### config.mk
export PLATFORM = sky130hd
export DESIGN_NAME = wormhole_stream_in
export DESIGN_NICKNAME = d
export VERILOG_FILES = /design/src/wormhole_pkg.sv /design/src/proto_pkg.sv /design/src/flit_piso.sv /design/src/flit_counter.sv /design/src/stream_fsm.sv /design/src/wormhole_stream_in.sv
export SDC_FILE = /design/constraint.sdc
export NUM_CORES = 1
export LEC_CHECK = 0
export BUFFER_PORTS_ARGS = -buffer_cell sky130_fd_sc_hd__buf_4
export CORE_MARGIN = 5
export CORE_UTILIZATION = 30
export CTS_CLUSTER_DIAMETER = 200
export DETAILED_ROUTE_END_ITERATION = 6
export GPL_ROUTABILITY_DRIVEN = 1
export PLACE_DENSITY = 0.56
export SYNTH_ARGS = -nofsm -noshare
export SYNTH_HDL_FRONTEND = slang
export SYNTH_SLANG_ARGS = --single-unit
### constraint.sdc
create_clock -name clk_i -period 10.59 [get_ports clk_i]
set_input_delay 1.5885 -clock clk_i [delete_from_list [all_inputs] [get_ports clk_i]]
set_output_delay 1.5885 -clock clk_i [all_outputs]
set_load 0.02 [all_outputs]
### src/wormhole_pkg.sv
`default_nettype none

// Widths and vector types seen on the wormhole link side of the port.
// Everything here describes the network, not the protocol riding on it.
package wormhole_pkg;

  // Number of physical data wires on one link
  localparam int flit_width_c = 32;

  // Destination coordinate, packed as {y,x} in the low bits of the first flit
  localparam int cord_width_c = 8;

  // Length field that sits just above the coordinate in the first flit
  // It counts the flits that follow the first flit of a packet
  localparam int len_width_c = 8;

  // One flit as it travels over the link
  typedef logic [flit_width_c-1:0] flit_t;

  // Destination coordinate of a packet
  typedef logic [cord_width_c-1:0] cord_t;

  // Flit count within a packet
  typedef logic [len_width_c-1:0] len_t;

endpackage : wormhole_pkg

`default_nettype wire

### src/proto_pkg.sv
`default_nettype none

// Widths and types of the higher level protocol that feeds the port
package proto_pkg;

  // Protocol header bits carried above the wormhole coordinate and length
  localparam int pr_hdr_width_c = 48;

  // Full header as handed to the port
  // It is the wormhole coordinate and length followed by the protocol header
  localparam int hdr_width_c = wormhole_pkg::cord_width_c
                             + wormhole_pkg::len_width_c
                             + pr_hdr_width_c;

  // One protocol data word
  localparam int pr_data_width_c = 64;

  // Header word as accepted on the header port
  typedef logic [hdr_width_c-1:0] hdr_t;

  // Data word as accepted on the data port
  typedef logic [pr_data_width_c-1:0] pr_data_t;

  // Which serializer currently owns the link
  typedef enum logic
  {
    e_hdr  = 1'b0,
    e_data = 1'b1
  } stream_state_e;

endpackage : proto_pkg

`default_nettype wire

### src/flit_piso.sv
`timescale 1ns/10ps
`default_nettype none

// Parallel-in, serial-out register for one wide word
// The word is loaded in a single transfer and then handed out one flit per yumi,
// starting with the least significant flit
module flit_piso
  import wormhole_pkg::*;
#(
  parameter int width_p = flit_width_c,
  parameter int els_p   = 2
)
(
  input  wire logic                     clk_i,
  input  wire logic                     rst_i,

  // Wide side, a ready/valid transfer loads the whole word
  input  wire logic [width_p*els_p-1:0] data_i,
  input  wire logic                     valid_i,
  output      logic                     ready_o,

  // Narrow side, the consumer takes a flit by raising yumi while valid is high
  output      flit_t                    data_o,
  output      logic                     valid_o,
  input  wire logic                     yumi_i
);

  // A single flit still needs one index bit so the counter has a legal width
  localparam int idx_width_lp = (els_p > 1) ? $clog2(els_p) : 1;

  // Index of the final flit of a word
  localparam logic [idx_width_lp-1:0] last_idx_lp = idx_width_lp'(els_p - 1);

  // Stored word, only meaningful while full_r is set
  logic [width_p*els_p-1:0] word_r;

  // Flit currently presented on data_o
  logic [idx_width_lp-1:0] idx_r;

  // Set from the load until the last flit is taken
  logic full_r;

  logic load;

  // The register only takes a new word once it has fully drained
  assign ready_o = ~full_r;
  assign load    = valid_i & ready_o;

  assign valid_o = full_r;
  assign data_o  = word_r[idx_r*width_p +: width_p];

  always_ff @(posedge clk_i)
  begin
    if (rst_i)
    begin
      full_r <= 1'b0;
      idx_r  <= '0;
    end
    else if (load)
    begin
      // Flit 0 shows up in the cycle after the load
      full_r <= 1'b1;
      idx_r  <= '0;
    end
    else if (yumi_i)
    begin
      if (idx_r == last_idx_lp)
      begin
        // Emptying here leaves one idle cycle before ready_o can load again
        full_r <= 1'b0;
        idx_r  <= '0;
      end
      else
      begin
        idx_r <= idx_r + 1'b1;
      end
    end
  end

  // The word itself carries no control meaning
  always_ff @(posedge clk_i)
  begin
    if (load)
    begin
      word_r <= data_i;
    end
  end

  // A flit that is offered but not taken has to stay put for the consumer
  a_hold_flit : assert property (
    @(posedge clk_i) disable iff (rst_i)
    (valid_o && !yumi_i) |=> $stable(data_o)
  );

  // The consumer may only take a flit that is actually offered
  a_yumi_valid : assert property (
    @(posedge clk_i) disable iff (rst_i)
    yumi_i |-> valid_o
  );

endmodule : flit_piso

`default_nettype wire

### src/flit_counter.sv
`timescale 1ns/10ps
`default_nettype none

// Tracks the position of the link inside the current packet
// The length is read straight from the first flit and kept for the rest of the packet
module flit_counter
  import wormhole_pkg::*;
#(
  parameter int hdr_len_p = 2
)
(
  input  wire logic clk_i,
  input  wire logic rst_i,

  // One pulse per flit that crosses the link
  input  wire logic accept_i,

  // Length field of the flit now on the link, only used on the first flit
  input  wire len_t len_i,

  output      logic hdr_last_o,
  output      logic pkt_last_o
);

  // Index of the final header flit
  localparam len_t hdr_last_idx_lp = len_t'(hdr_len_p - 1);

  // Position of the next flit within the packet, zero for the first flit
  len_t idx_r;

  // Length captured from the first flit
  len_t len_r;

  // Length in force for the flit at idx_r
  len_t cur_len;

  // The first flit still sits on the link, so its own length field applies
  assign cur_len = (idx_r == '0) ? len_i : len_r;

  assign hdr_last_o = (idx_r == hdr_last_idx_lp);
  assign pkt_last_o = (idx_r == cur_len);

  always_ff @(posedge clk_i)
  begin
    if (rst_i)
    begin
      idx_r <= '0;
    end
    else if (accept_i)
    begin
      // Wrap back to the first flit when the packet is done
      idx_r <= pkt_last_o ? '0 : idx_r + 1'b1;
    end
  end

  always_ff @(posedge clk_i)
  begin
    if (accept_i && (idx_r == '0))
    begin
      len_r <= len_i;
    end
  end

  // A length that ends the packet inside the header would cut the header short
  a_len_covers_hdr : assert property (
    @(posedge clk_i) disable iff (rst_i)
    (accept_i && (idx_r == '0)) |-> (len_i >= hdr_last_idx_lp)
  );

endmodule : flit_counter

`default_nettype wire

### src/stream_fsm.sv
`timescale 1ns/10ps
`default_nettype none

// Chooses which serializer owns the link
// The header phase lasts for the header flits and the data phase for the rest
module stream_fsm
  import proto_pkg::*;
(
  input  wire logic clk_i,
  input  wire logic rst_i,

  // One pulse per flit that crosses the link
  input  wire logic accept_i,

  // Position flags for the flit now on the link
  input  wire logic hdr_last_i,
  input  wire logic pkt_last_i,

  output      logic is_hdr_o,
  output      logic is_data_o
);

  stream_state_e state_r;
  stream_state_e state_n;

  always_comb
  begin
    state_n = state_r;
    case (state_r)
      e_hdr:
      begin
        // A header-only packet ends on its last header flit and stays here
        if (accept_i && hdr_last_i && !pkt_last_i)
        begin
          state_n = e_data;
        end
      end
      e_data:
      begin
        // The next packet always starts with its header
        if (accept_i && pkt_last_i)
        begin
          state_n = e_hdr;
        end
      end
      default:
      begin
        state_n = e_hdr;
      end
    endcase
  end

  always_ff @(posedge clk_i)
  begin
    if (rst_i)
    begin
      state_r <= e_hdr;
    end
    else
    begin
      state_r <= state_n;
    end
  end

  assign is_hdr_o  = (state_r == e_hdr);
  assign is_data_o = (state_r == e_data);

  // Both serializers must never share the link
  a_one_owner : assert property (
    @(posedge clk_i) disable iff (rst_i)
    !(is_hdr_o && is_data_o)
  );

endmodule : stream_fsm

`default_nettype wire

### src/wormhole_stream_in.sv
`timescale 1ns/10ps
`default_nettype none

// Injection side of a wormhole network port
// A wide header and then wide data words are streamed onto the narrower link
// one flit at a time, without collecting the packet first
// Only one packet is on the link at a time
// The next header may be loaded early but waits until the current packet ends
module wormhole_stream_in
  import wormhole_pkg::*;
  import proto_pkg::*;
(
  input  wire logic     clk_i,
  input  wire logic     rst_i,

  // Wormhole and protocol header
  input  wire hdr_t     hdr_i,
  input  wire logic     hdr_v_i,
  output      logic     hdr_ready_and_o,

  // Protocol data words
  input  wire pr_data_t data_i,
  input  wire logic     data_v_i,
  output      logic     data_ready_and_o,

  // Link into the network
  output      flit_t    link_data_o,
  output      logic     link_v_o,
  input  wire logic     link_ready_and_i
);

  // Flits per header and per data word
  // Both widths are whole multiples of the flit width
  localparam int hdr_els_lp  = hdr_width_c / flit_width_c;
  localparam int data_els_lp = pr_data_width_c / flit_width_c;

  // Current phase from the FSM
  logic is_hdr;
  logic is_data;

  // Position flags from the counter
  logic hdr_last;
  logic pkt_last;

  // A flit crosses the link in this cycle
  logic link_accept;

  // Header serializer outputs and its take signal
  flit_t hdr_flit;
  logic  hdr_flit_v;
  logic  hdr_yumi;

  // Data serializer outputs and its take signal
  flit_t data_flit;
  logic  data_flit_v;
  logic  data_yumi;

  assign link_accept = link_v_o & link_ready_and_i;

  // Only the serializer that owns the link sees the transfer
  assign hdr_yumi  = is_hdr & link_accept;
  assign data_yumi = is_data & link_accept;

  // The header is loaded whole and sent low flit first
  flit_piso #(
    .width_p (flit_width_c),
    .els_p   (hdr_els_lp)
  ) u_hdr_piso (
    .clk_i   (clk_i),
    .rst_i   (rst_i),
    .data_i  (hdr_i),
    .valid_i (hdr_v_i),
    .ready_o (hdr_ready_and_o),
    .data_o  (hdr_flit),
    .valid_o (hdr_flit_v),
    .yumi_i  (hdr_yumi)
  );

  // Each data word goes out the same way as the header
  flit_piso #(
    .width_p (flit_width_c),
    .els_p   (data_els_lp)
  ) u_data_piso (
    .clk_i   (clk_i),
    .rst_i   (rst_i),
    .data_i  (data_i),
    .valid_i (data_v_i),
    .ready_o (data_ready_and_o),
    .data_o  (data_flit),
    .valid_o (data_flit_v),
    .yumi_i  (data_yumi)
  );

  // The length field sits right above the coordinate in the first header flit
  flit_counter #(
    .hdr_len_p  (hdr_els_lp)
  ) u_counter (
    .clk_i      (clk_i),
    .rst_i      (rst_i),
    .accept_i   (link_accept),
    .len_i      (hdr_flit[cord_width_c +: len_width_c]),
    .hdr_last_o (hdr_last),
    .pkt_last_o (pkt_last)
  );

  stream_fsm u_fsm (
    .clk_i      (clk_i),
    .rst_i      (rst_i),
    .accept_i   (link_accept),
    .hdr_last_i (hdr_last),
    .pkt_last_i (pkt_last),
    .is_hdr_o   (is_hdr),
    .is_data_o  (is_data)
  );

  // Link mux follows the phase
  assign link_data_o = is_hdr ? hdr_flit   : data_flit;
  assign link_v_o    = is_hdr ? hdr_flit_v : data_flit_v;

endmodule : wormhole_stream_in

`default_nettype wire

==> impl_metrics.yaml, run 1 <==
global_route:
  grt_max_degree: 65
  gr-usage-met3_pct: 5.06
  busiest_layer: "met2"
  grt_first_pass_wirelength_um: 21300
  grt_use_met2_pct: 20.8
  gr-usage-all-layers_pct: 12.5
  use_met1_pct: 14.9
  grt_pass1_vias: 3935
  grt-ovfl-total: 0
  antenna_found_initial: 0
pwr:
  powerDensity_nw_per_um2: 176
  finalPower_w: 0.00142
  leakagePower_nw: 2.96
  peakVddDrop_v: 0.0000919
min_path:
  holdCritPathClass: "flop to flop"
die:
  die_w_um: 151
  start_util_pct: 30.5
  core_um2: 19500
  dieArea_um2: 22800
  io-pin-count: 168
  rows: 51
  die_h_um: 151
worst_setup_path:
  rrSetupSlack_ps: 7650
  required_ps: 9000
  end_kind: "primary output"
  critical_path_class: "flop to primary output"
  start_kind: "flop"
  cp.arrival_ps: 2420
  crit_fanout: 59
clocking:
  cts_buffers: 17
  cts_tree: "yes"
  clk_latency_ps: 420
  htreeDepth: 4
  clkTransAtPathRegs_ps: 60
  hold_buffers: 0
  clock_sinks: 149
  cts_resized: 0
  cts_buffer_depth: 2
  post_cts_buffers: 0
  root_buffer: "clkbuf_16"
layout:
  area_delta_synth_final_pct: 35.7
  fin_cells: 830
  layout-drive-gt1-share_pct: 39.5
  nets: 688
  antennaDiodeCount: 0
place:
  port-buffer-count: 167
  hpwl_um: 9950
  place_inst: 798
  place_congestion: 0.813
routing:
  vias: 3695
  drtIter0Drc: 175
  routed_via_density: 4.45
  ant_nets: 0
  routedWlPerCell_um: 16.9
  wl_um: 14000
  drc: 0
  firstDrtPassIters: 5
synthesis:
  ys_seq_area_share_pct: 73.0
  yosysWarningCount: 0
  syn_area_um2: 5950
  synth-seq-cells: 149
  syn_inst: 381
  ys_types: 35
  ys.flop_type: "edfxtp_1"
  synth_nets: 517
  synthArstFlopShare_pct: 0
  synth_edf_count: 136
  syn-mean-instance-area_um2: 15.6
timing:
  setup_viol: 0
  fin_skew_ps: 10.2
  slew_headroom_pct: 20.7
  tns_ps: 0
  layout_min_cycle_time_ps: 4010
  finalMaxSlewViolations: 0
  hold_violations: 0
  worstMarginPinSlew_ps: 1190
  min_period_over_period_pct: 37.9
  rsz0062_at_grt: "no"
  clock.fmax_mhz: 249
run_status:
  status: "finished clean"
run:
  drv_cap: 0
area by class of cell:
cell class | instances | area [um^2]
clock buffer | 17 | 425
sequential | 149 | 4350
clock inverter | 15 | 143
tap | 265 | 332
multi-input combinational | 204 | 1510
timing repair buffer | 171 | 1280
fill | 1861 | 11400
inverter | 9 | 33.8
synth_stat cells, types with 7 or more instances:
library cell | count | area, um^2
edfxtp_1 | 136 | 4080
a21oi_1 | 34 | 170
mux2i_1 | 33 | 330
a211oi_1 | 30 | 225
nor2b_1 | 28 | 175
nor2_1 | 18 | 67.6
clkbuf_1 | 15 | 56.3
dfxtp_1 | 13 | 260
inv_1 | 9 | 33.8
nor3_1 | 9 | 45.0
mux2_2 | 8 | 90.1
xnor2_1 | 7 | 61.3
flip-flops by register name, indices dropped and copies added (netlist names), 8 cells and up:
register and count:
u_counter.len_r 8, u_data_piso.word_r 64, u_counter.idx_r 8, u_hdr_piso.word_r 64
worst paths after layout:
path | cells past startpoint | to | from
setup / recovery | 4 | link_data_o[8] | u_hdr_piso.idx_r
hold / removal | 1 | u_counter.len_r[7] | u_hdr_piso.word_r[47]
setup reg to reg | 6 | u_fsm.is_data_o | u_hdr_piso.idx_r
hold reg to reg | 1 | u_counter.len_r[7] | u_hdr_piso.word_r[47]
per-layer routing:
metal  part of all wire (%)  routed length, um  vias to the layer above
li1                       -                  -                     1809
met1                     40               5600                     1756
met3                    7.5               1050                       13
met2                     51               7200                      117
met5                      0                  0                        -
met4                    1.4                197                        0
metrics by stage:
| step | area, um^2 | hold WS (ps) | setup WS [ps] | utilization, % |
|---|---|---|---|---|
| after global routing | 8080 | 610 | 6450 | 41.4 |
| after CTS | 8080 | 590 | 6520 | 41.4 |
| after floorplan | 5950 | 550 | 5690 | - |
| after detailed placement | 7510 | 575 | 6990 | 38.5 |
| after global placement | 7510 | 572 | 7020 | 38.5 |
| final | 8080 | 588 | 6580 | 41.4 |
where the power goes:
part | total (W) | leakage (nW) | switching (W) | internal [W]
registers | 0.000694 | 1.40 | 0.0000142 | 0.000680
logic | 0.000144 | 1.28 | 0.0000728 | 0.0000714
clock network | 0.000580 | 0.276 | 0.000251 | 0.000329
total | 0.00142 | 2.96 | 0.000338 | 0.00108
critical path, stage by stage (launching register included):
cell,delay [ps]
dfxtp_2,1080
mux2_2,470
nor2_1,130
a21oi_1,60
buf_4,200
logic make-up after synthesis:
group                      Yosys count  synth area share (%)
AOI/OAI and AO/OA                   73                  8.10
xor gates and xnor gates            11                  1.62
adders and majority gates            3                 0.631
buffers and inverters               28                  1.83
DFF                                149                  73.0
muxes                               42                  7.32
and+or+nand+nor                     75                  7.51
cells in the final DEF (no fill, tap or decap), types with 2 or more instances in the layout:
master      netlist  layout
dfxtp_2           0       3
clkbuf_16         0      17
nor2b_4           0       2
edfxtp_1        136     136
nand2_1           5       5
nor2_1           18      18
o22ai_1           2       2
nand2b_1          2       2
clkinv_4          0       2
inv_1             9       9
xnor2_1           7       7
nor4_4            2       2
inv_6             0       5
clkinvlp_4        0       2
a21oi_1          34      34
ha_1              3       3
nor2b_1          28      26
dfxtp_1          13      10
buf_4             1     171
nand3_1           5       5
mux2_2            8       8
mux2i_1          33      33
nor3_1            9       9
clkinv_2          0       2
xor2_1            4       4
a211oi_1         30      30
inv_8             0       2
Note: power is estimated with default switching activity, not from simulation.
==> run 2, diff against run 1 <==
--- a/config.mk
+++ b/config.mk
@@ -5,6 +5,7 @@
 export SDC_FILE = /design/constraint.sdc
 export NUM_CORES = 1
 export LEC_CHECK = 0
+export ABC_AREA = 1
 export BUFFER_PORTS_ARGS = -buffer_cell sky130_fd_sc_hd__buf_4
 export CORE_MARGIN = 5
 export CORE_UTILIZATION = 30
==> constraint.sdc (replaced) <==
create_clock -name clk_i -period 4.1 [get_ports clk_i]
set_input_delay 0.615 -clock clk_i [delete_from_list [all_inputs] [get_ports clk_i]]
set_output_delay 0.615 -clock clk_i [all_outputs]
set_load 0.02 [all_outputs]
==> run 2 against run 1 <==
Against the previous run: worst setup slack got worse by 5500 ps; total power rose to 2.6 times the previous value; flip-flop and latch count did not move; sequential share of layout area fell by 0.69 points; area after synthesis rose by 2.5%; die area rose by 2.4%; largest cell class unchanged; largest power group unchanged.
==> impl_metrics.yaml, run 2 <==
run_status:
  status: "finished clean"
timing:
  slew_headroom_pct: 37.5
  clock.fmax_mhz: 328
  rsz0062_at_grt: "no"
  min_period_over_period_pct: 74.3
  hold_violations: 0
  setup_viol: 0
  fin_skew_ps: 9.39
  layout_min_cycle_time_ps: 3050
  worstMarginPinSlew_ps: 936
  tns_ps: 0
  finalMaxSlewViolations: 0
synthesis:
  ys.flop_type: "edfxtp_1"
  syn-mean-instance-area_um2: 12.2
  ys_types: 31
  synth_area_leaders: "edfxtp_1, o21ai_0, dfxtp_1"
  synth-seq-cells: 149
  syn_inst: 499
  synth_nets: 635
  synth_common_cells: "edfxtp_1, nor2_1, o21ai_0"
  yosysWarningCount: 0
  yosysTopAreaCellShare_pct: 66.9
  ys_seq_area_share_pct: 71.2
  synth_edf_count: 136
  syn_area_um2: 6100
  synthArstFlopShare_pct: 0
  yosysTopAreaCell: "edfxtp_1"
  yosysMostFrequentCell: "edfxtp_1"
clocking:
  cts_resized: 0
  root_buffer: "clkbuf_16"
  clock_sinks: 149
  post_cts_buffers: 0
  cts_buffer_depth: 2
  hold_buffers: 0
  clkTransAtPathRegs_ps: 70
  htreeDepth: 4
  clk_latency_ps: 420
  cts_buffers: 17
  cts_tree: "yes"
routing:
  ant_nets: 0
  routedWlPerCell_um: 17.1
  wl_um: 16300
  vias: 4361
  firstDrtPassIters: 6
  drtIter0Drc: 240
  routed_via_density: 4.58
  drc: 0
worst_setup_path:
  rrSetupSlack_ps: 1500
  crit_fanout: 40
  cp.arrival_ps: 2430
  r2r_cells: 5
  r2r-end: "u_counter.len_r[3]"
  start_kind: "flop"
  required_ps: 3480
  end_kind: "primary output"
  r2r-start: "u_fsm.is_data_o"
  critical_path_class: "flop to primary output"
pwr:
  powerDensity_nw_per_um2: 454
  finalPower_w: 0.00371
  peakVddDrop_v: 0.000261
  leakagePower_nw: 3.28
layout:
  nets: 806
  layout_commonest_cell: "buf_4"
  antennaDiodeCount: 0
  area_delta_synth_final_pct: 34.0
  final_cell_mix: "buf_4, edfxtp_1, o21ai_0, nor2_1, nand2_1"
  reg.largest.list: "u_data_piso.word_r x64, u_hdr_piso.word_r x64"
  layout-drive-gt1-share_pct: 35.6
die:
  io-pin-count: 168
  core_um2: 20100
  rows: 52
  die_w_um: 153
  start_util_pct: 30.3
  die_h_um: 153
  dieArea_um2: 23300
global_route:
  grt_max_degree: 46
  grt_first_pass_wirelength_um: 25300
  grt-ovfl-total: 0
  grt_pass1_vias: 4629
  antenna_found_initial: 0
  gr-usage-all-layers_pct: 14.0
run:
  drv_cap: 0
place:
  port-buffer-count: 167
  place_congestion: 0.831
  hpwl_um: 11100
min_path:
  holdCritPathClass: "primary input to flop"
  min_to: "u_data_piso.word_r[36]"
  hp-start: "data_i[36]"
  hold_depth: 1
-- run 2: worst max path at each step --
stage / from / endpoint / slack (ps) / cells after the start
6_report: u_hdr_piso.idx_r / link_data_o[7] / 1050 / 5
5_1_grt: u_hdr_piso.idx_r / link_data_o[17] / 850 / 5
4_1_cts: u_hdr_piso.idx_r / link_data_o[7] / 1010 / 5
3_5_place_dp: u_fsm.is_data_o / u_counter.len_r[3] / 1460 / 5
3_3_place_gp: u_fsm.is_data_o / u_counter.len_r[3] / 1460 / 5
2_1_floorplan: hdr_v_i / u_hdr_piso.word_r[0] / 1730 / 2
-- run 2: per-stage QoR --
| step | instance area, um^2 | hold WS (ps) | setup WS (ps) | util (%) | cells |
|---|---|---|---|---|---|
| after floorplan | 6100 | 495 | 1730 | - | 499 |
| after global placement | 7640 | 513 | 1460 | 38.0 | 921 |
| after detailed placement | 7640 | 524 | 1460 | 38.0 | 921 |
| after CTS | 8180 | 338 | 1010 | 40.7 | 953 |
| after global routing | 8180 | 332 | 852 | 40.7 | 953 |
| final | 8180 | 366 | 1050 | 40.7 | 953 |
-- run 2: cells by family (layout without fill, tap and decap cells) --
logic type | Yosys count | after routing | synth area share, %
AND/OR/NAND/NOR | 167 | 167 | 12.7
flip-flops | 149 | 149 | 71.2
AO/OA/AOI/OAI | 106 | 106 | 9.93
buffers and inverters | 67 | 251 | 4.57
XOR/XNOR | 7 | 7 | 1.00
adder cells (fa/ha/maj) | 3 | 3 | 0.615
-- run 2: area by class of cell --
class | instances | area, um^2
clock buffers | 17 | 425
clock inverters | 15 | 115
fillers | 1894 | 11900
inverters | 46 | 178
multi-input cells | 283 | 1480
flip-flops and latches | 149 | 4350
well taps | 270 | 338
repair buffers | 173 | 1300
-- run 2: power by group --
| part | switching (W) | total, W | internal, W |
|---|---|---|---|
| combinational | 0.000273 | 0.000468 | 0.000196 |
| sequential | 0.0000295 | 0.00181 | 0.00178 |
| clock | 0.000649 | 0.00143 | 0.000785 |
| total | 0.000951 | 0.00371 | 0.00276 |
-- run 2: metal layers --
layer  vias up  routed length, um  GRT usage, %
met1      2105               6900          17.4
li1       2102                  -             -
met5         -                  0             0
met3        15               1050          4.80
met4         0                153          4.16
met2       139               8150          23.2
-- run 2: critical path, cell delays in order, from the launching register on --
cell and delay [ps]:
dfxtp_2 310, buf_4 410, inv_1 560, o21ai_0 380, o22ai_1 140, buf_4 180
==> run 3, diff against run 2 <==
--- a/config.mk
+++ b/config.mk
@@ -12,7 +12,7 @@
 export CTS_CLUSTER_DIAMETER = 200
 export DETAILED_ROUTE_END_ITERATION = 6
 export GPL_ROUTABILITY_DRIVEN = 1
-export PLACE_DENSITY = 0.56
+export PLACE_DENSITY = 0.58
 export SYNTH_ARGS = -nofsm -noshare
 export SYNTH_HDL_FRONTEND = slang
 export SYNTH_SLANG_ARGS = --single-unit
==> constraint.sdc (replaced) <==
create_clock -name clk_i -period 2.8 [get_ports clk_i]
set_input_delay 0.42 -clock clk_i [delete_from_list [all_inputs] [get_ports clk_i]]
set_output_delay 0.42 -clock clk_i [all_outputs]
set_load 0.02 [all_outputs]
==> run 3 against run 2 <==
Against the previous run: sequential share of layout area fell by 0.48 points; flip-flop and latch count did not move; utilization rose by 0.39 points; clock skew fell by 4.4 ps; worst setup slack got worse by 830 ps; non-clock buffer count rose by 2; first-iteration DRC count fell by 3.3%; total power rose by 51%; clock power rose by 57%; critical path type unchanged; largest power group unchanged.
==> impl_metrics.yaml, run 3 (synthesized netlist as in run 2, its figures left out) <==
run:
  drv_cap: 0
clocking:
  post_cts_buffers: 0
  htreeDepth: 4
  cts_tree: "yes"
  hold_buffers: 0
  root_buffer: "clkbuf_16"
  clock_sinks: 149
  clk_latency_ps: 410
  clkTransAtPathRegs_ps: 60
  cts_buffers: 17
  cts_resized: 0
  cts_buffer_depth: 2
worst_setup_path:
  r2r-start: "u_fsm.is_data_o"
  critical_path_class: "flop to primary output"
  crit_fanout: 25
  cp.arrival_ps: 2160
  worstSetupEndpoint: "link_data_o[10]"
  slowest_delay_ps: 720
  path_buf_inv: 2
  start_kind: "flop"
  rrSetupSlack_ps: 590
  end_kind: "primary output"
  path_delay_family: "flip-flops"
  r2r-end: "u_counter.len_r[4]"
  r2r_cells: 6
  required_ps: 2380
  crit_slowest_cell: "dfxtp_2"
  crit_chain: "nand2_1, o21ai_1, inv_1, o22ai_1, buf_4"
  crit_start: "u_hdr_piso.idx_r"
  crit_cells: 5
layout:
  antennaDiodeCount: 0
  layout-drive-gt1-share_pct: 35.8
  layout_commonest_cell: "buf_4"
  final_cell_mix: "buf_4, edfxtp_1, o21ai_0, nor2_1, nand2_1"
  fin_util_pct: 41.1
  area_delta_synth_final_pct: 35.3
  reg.largest.list: "u_data_piso.word_r x64, u_hdr_piso.word_r x64"
  fillers: 1920
  nets: 808
global_route:
  grt-ovfl-total: 0
  gr-usage-all-layers_pct: 14.4
  grt_pass1_vias: 4700
  grt_first_pass_wirelength_um: 26000
  grt_max_degree: 62
  antenna_found_initial: 0
routing:
  routedWlPerCell_um: 17.6
  vias: 4386
  routed_via_density: 4.60
  wl_um: 16800
  drc: 0
  firstDrtPassIters: 5
  ant_nets: 0
  drtIter0Drc: 232
place:
  hpwl_um: 11600
  place_congestion: 0.845
  port-buffer-count: 167
  place_ws_ps: 574
run_status:
  status: "finished clean"
timing:
  fin_skew_ps: 4.98
  worstMarginPinSlew_ps: 912
  fin_ws_ps: 221
  clock.fmax_mhz: 388
  slew_headroom_pct: 39.2
  layout_min_cycle_time_ps: 2580
  rsz0062_at_grt: "no"
  finalMaxSlewViolations: 0
  hold_violations: 0
  setup_viol: 0
  tns_ps: 0
  min_period_over_period_pct: 92.1
pwr:
  leakagePower_nw: 3.31
  peakVddDrop_v: 0.000363
  powerDensity_nw_per_um2: 681
die:
  io-pin-count: 168
  rows: 52
  core_um2: 20100
  die_w_um: 153
  start_util_pct: 30.3
  die_h_um: 153
  dieArea_um2: 23300
min_path:
  holdCritPathClass: "primary input to flop"
  hold_depth: 1
## run 3: worst min-delay path by stage
stage                                        end  slack, ps               start
after floorplan                 u_hdr_piso.idx_r        490  u_hdr_piso.valid_o
after global placement         u_data_piso.idx_r        520   u_data_piso.idx_r
after detailed placement       u_data_piso.idx_r        510   u_data_piso.idx_r
after CTS                 u_data_piso.word_r[25]        150          data_i[25]
after global routing      u_data_piso.word_r[35]        140          data_i[35]
final                      u_hdr_piso.word_r[30]        180           hdr_i[30]
## run 3: worst reg2reg max path, cell delays in order, from the launching register on
cell     delay (ps)
dfxtp_2         460
inv_2           440
nand3_2         170
nand2_2         220
inv_1           110
nor2_1          310
buf_4           220
## run 3: per-layer routing
layer	GRT usage [%]	part of all wire [%]	wire length [um]
met5	0	0	0
met4	3.90	1.1	188
met3	5.20	8.2	1380
met2	23.6	49	8240
met1	18.0	42	6980
## run 3: final cells by class
| cell class | instances | area, um^2 | area share [%] |
|---|---|---|---|
| multi-input combinational | 283 | 1480 | 17.9 |
| sequential | 149 | 4350 | 52.7 |
| inverter | 46 | 178 | 2.15 |
| tap | 270 | 338 | 4.09 |
| timing repair buffer | 175 | 1340 | 16.2 |
| clock buffer | 17 | 425 | 5.15 |
| clock inverter | 14 | 151 | 1.83 |
## run 3: metrics by stage
stage / hold slack, ps / cell area (um^2) / total power [W] / cells
floorplan: 495 / 6100 / 0.00306 / 499
global placement: 518 / 7680 / 0.00341 / 923
detailed placement: 509 / 7680 / 0.00342 / 923
CTS: 154 / 8260 / 0.00569 / 954
global route: 143 / 8260 / 0.00585 / 954
finish: 176 / 8260 / 0.00562 / 954
## run 3: power by group
part,switching [W],internal [W],total [W],leakage (nW)
sequential,0.0000534,0.00261,0.00266,1.40
clock,0.000932,0.00132,0.00225,0.283
combinational,0.000407,0.000297,0.000703,1.63
total,0.00139,0.00423,0.00562,3.31
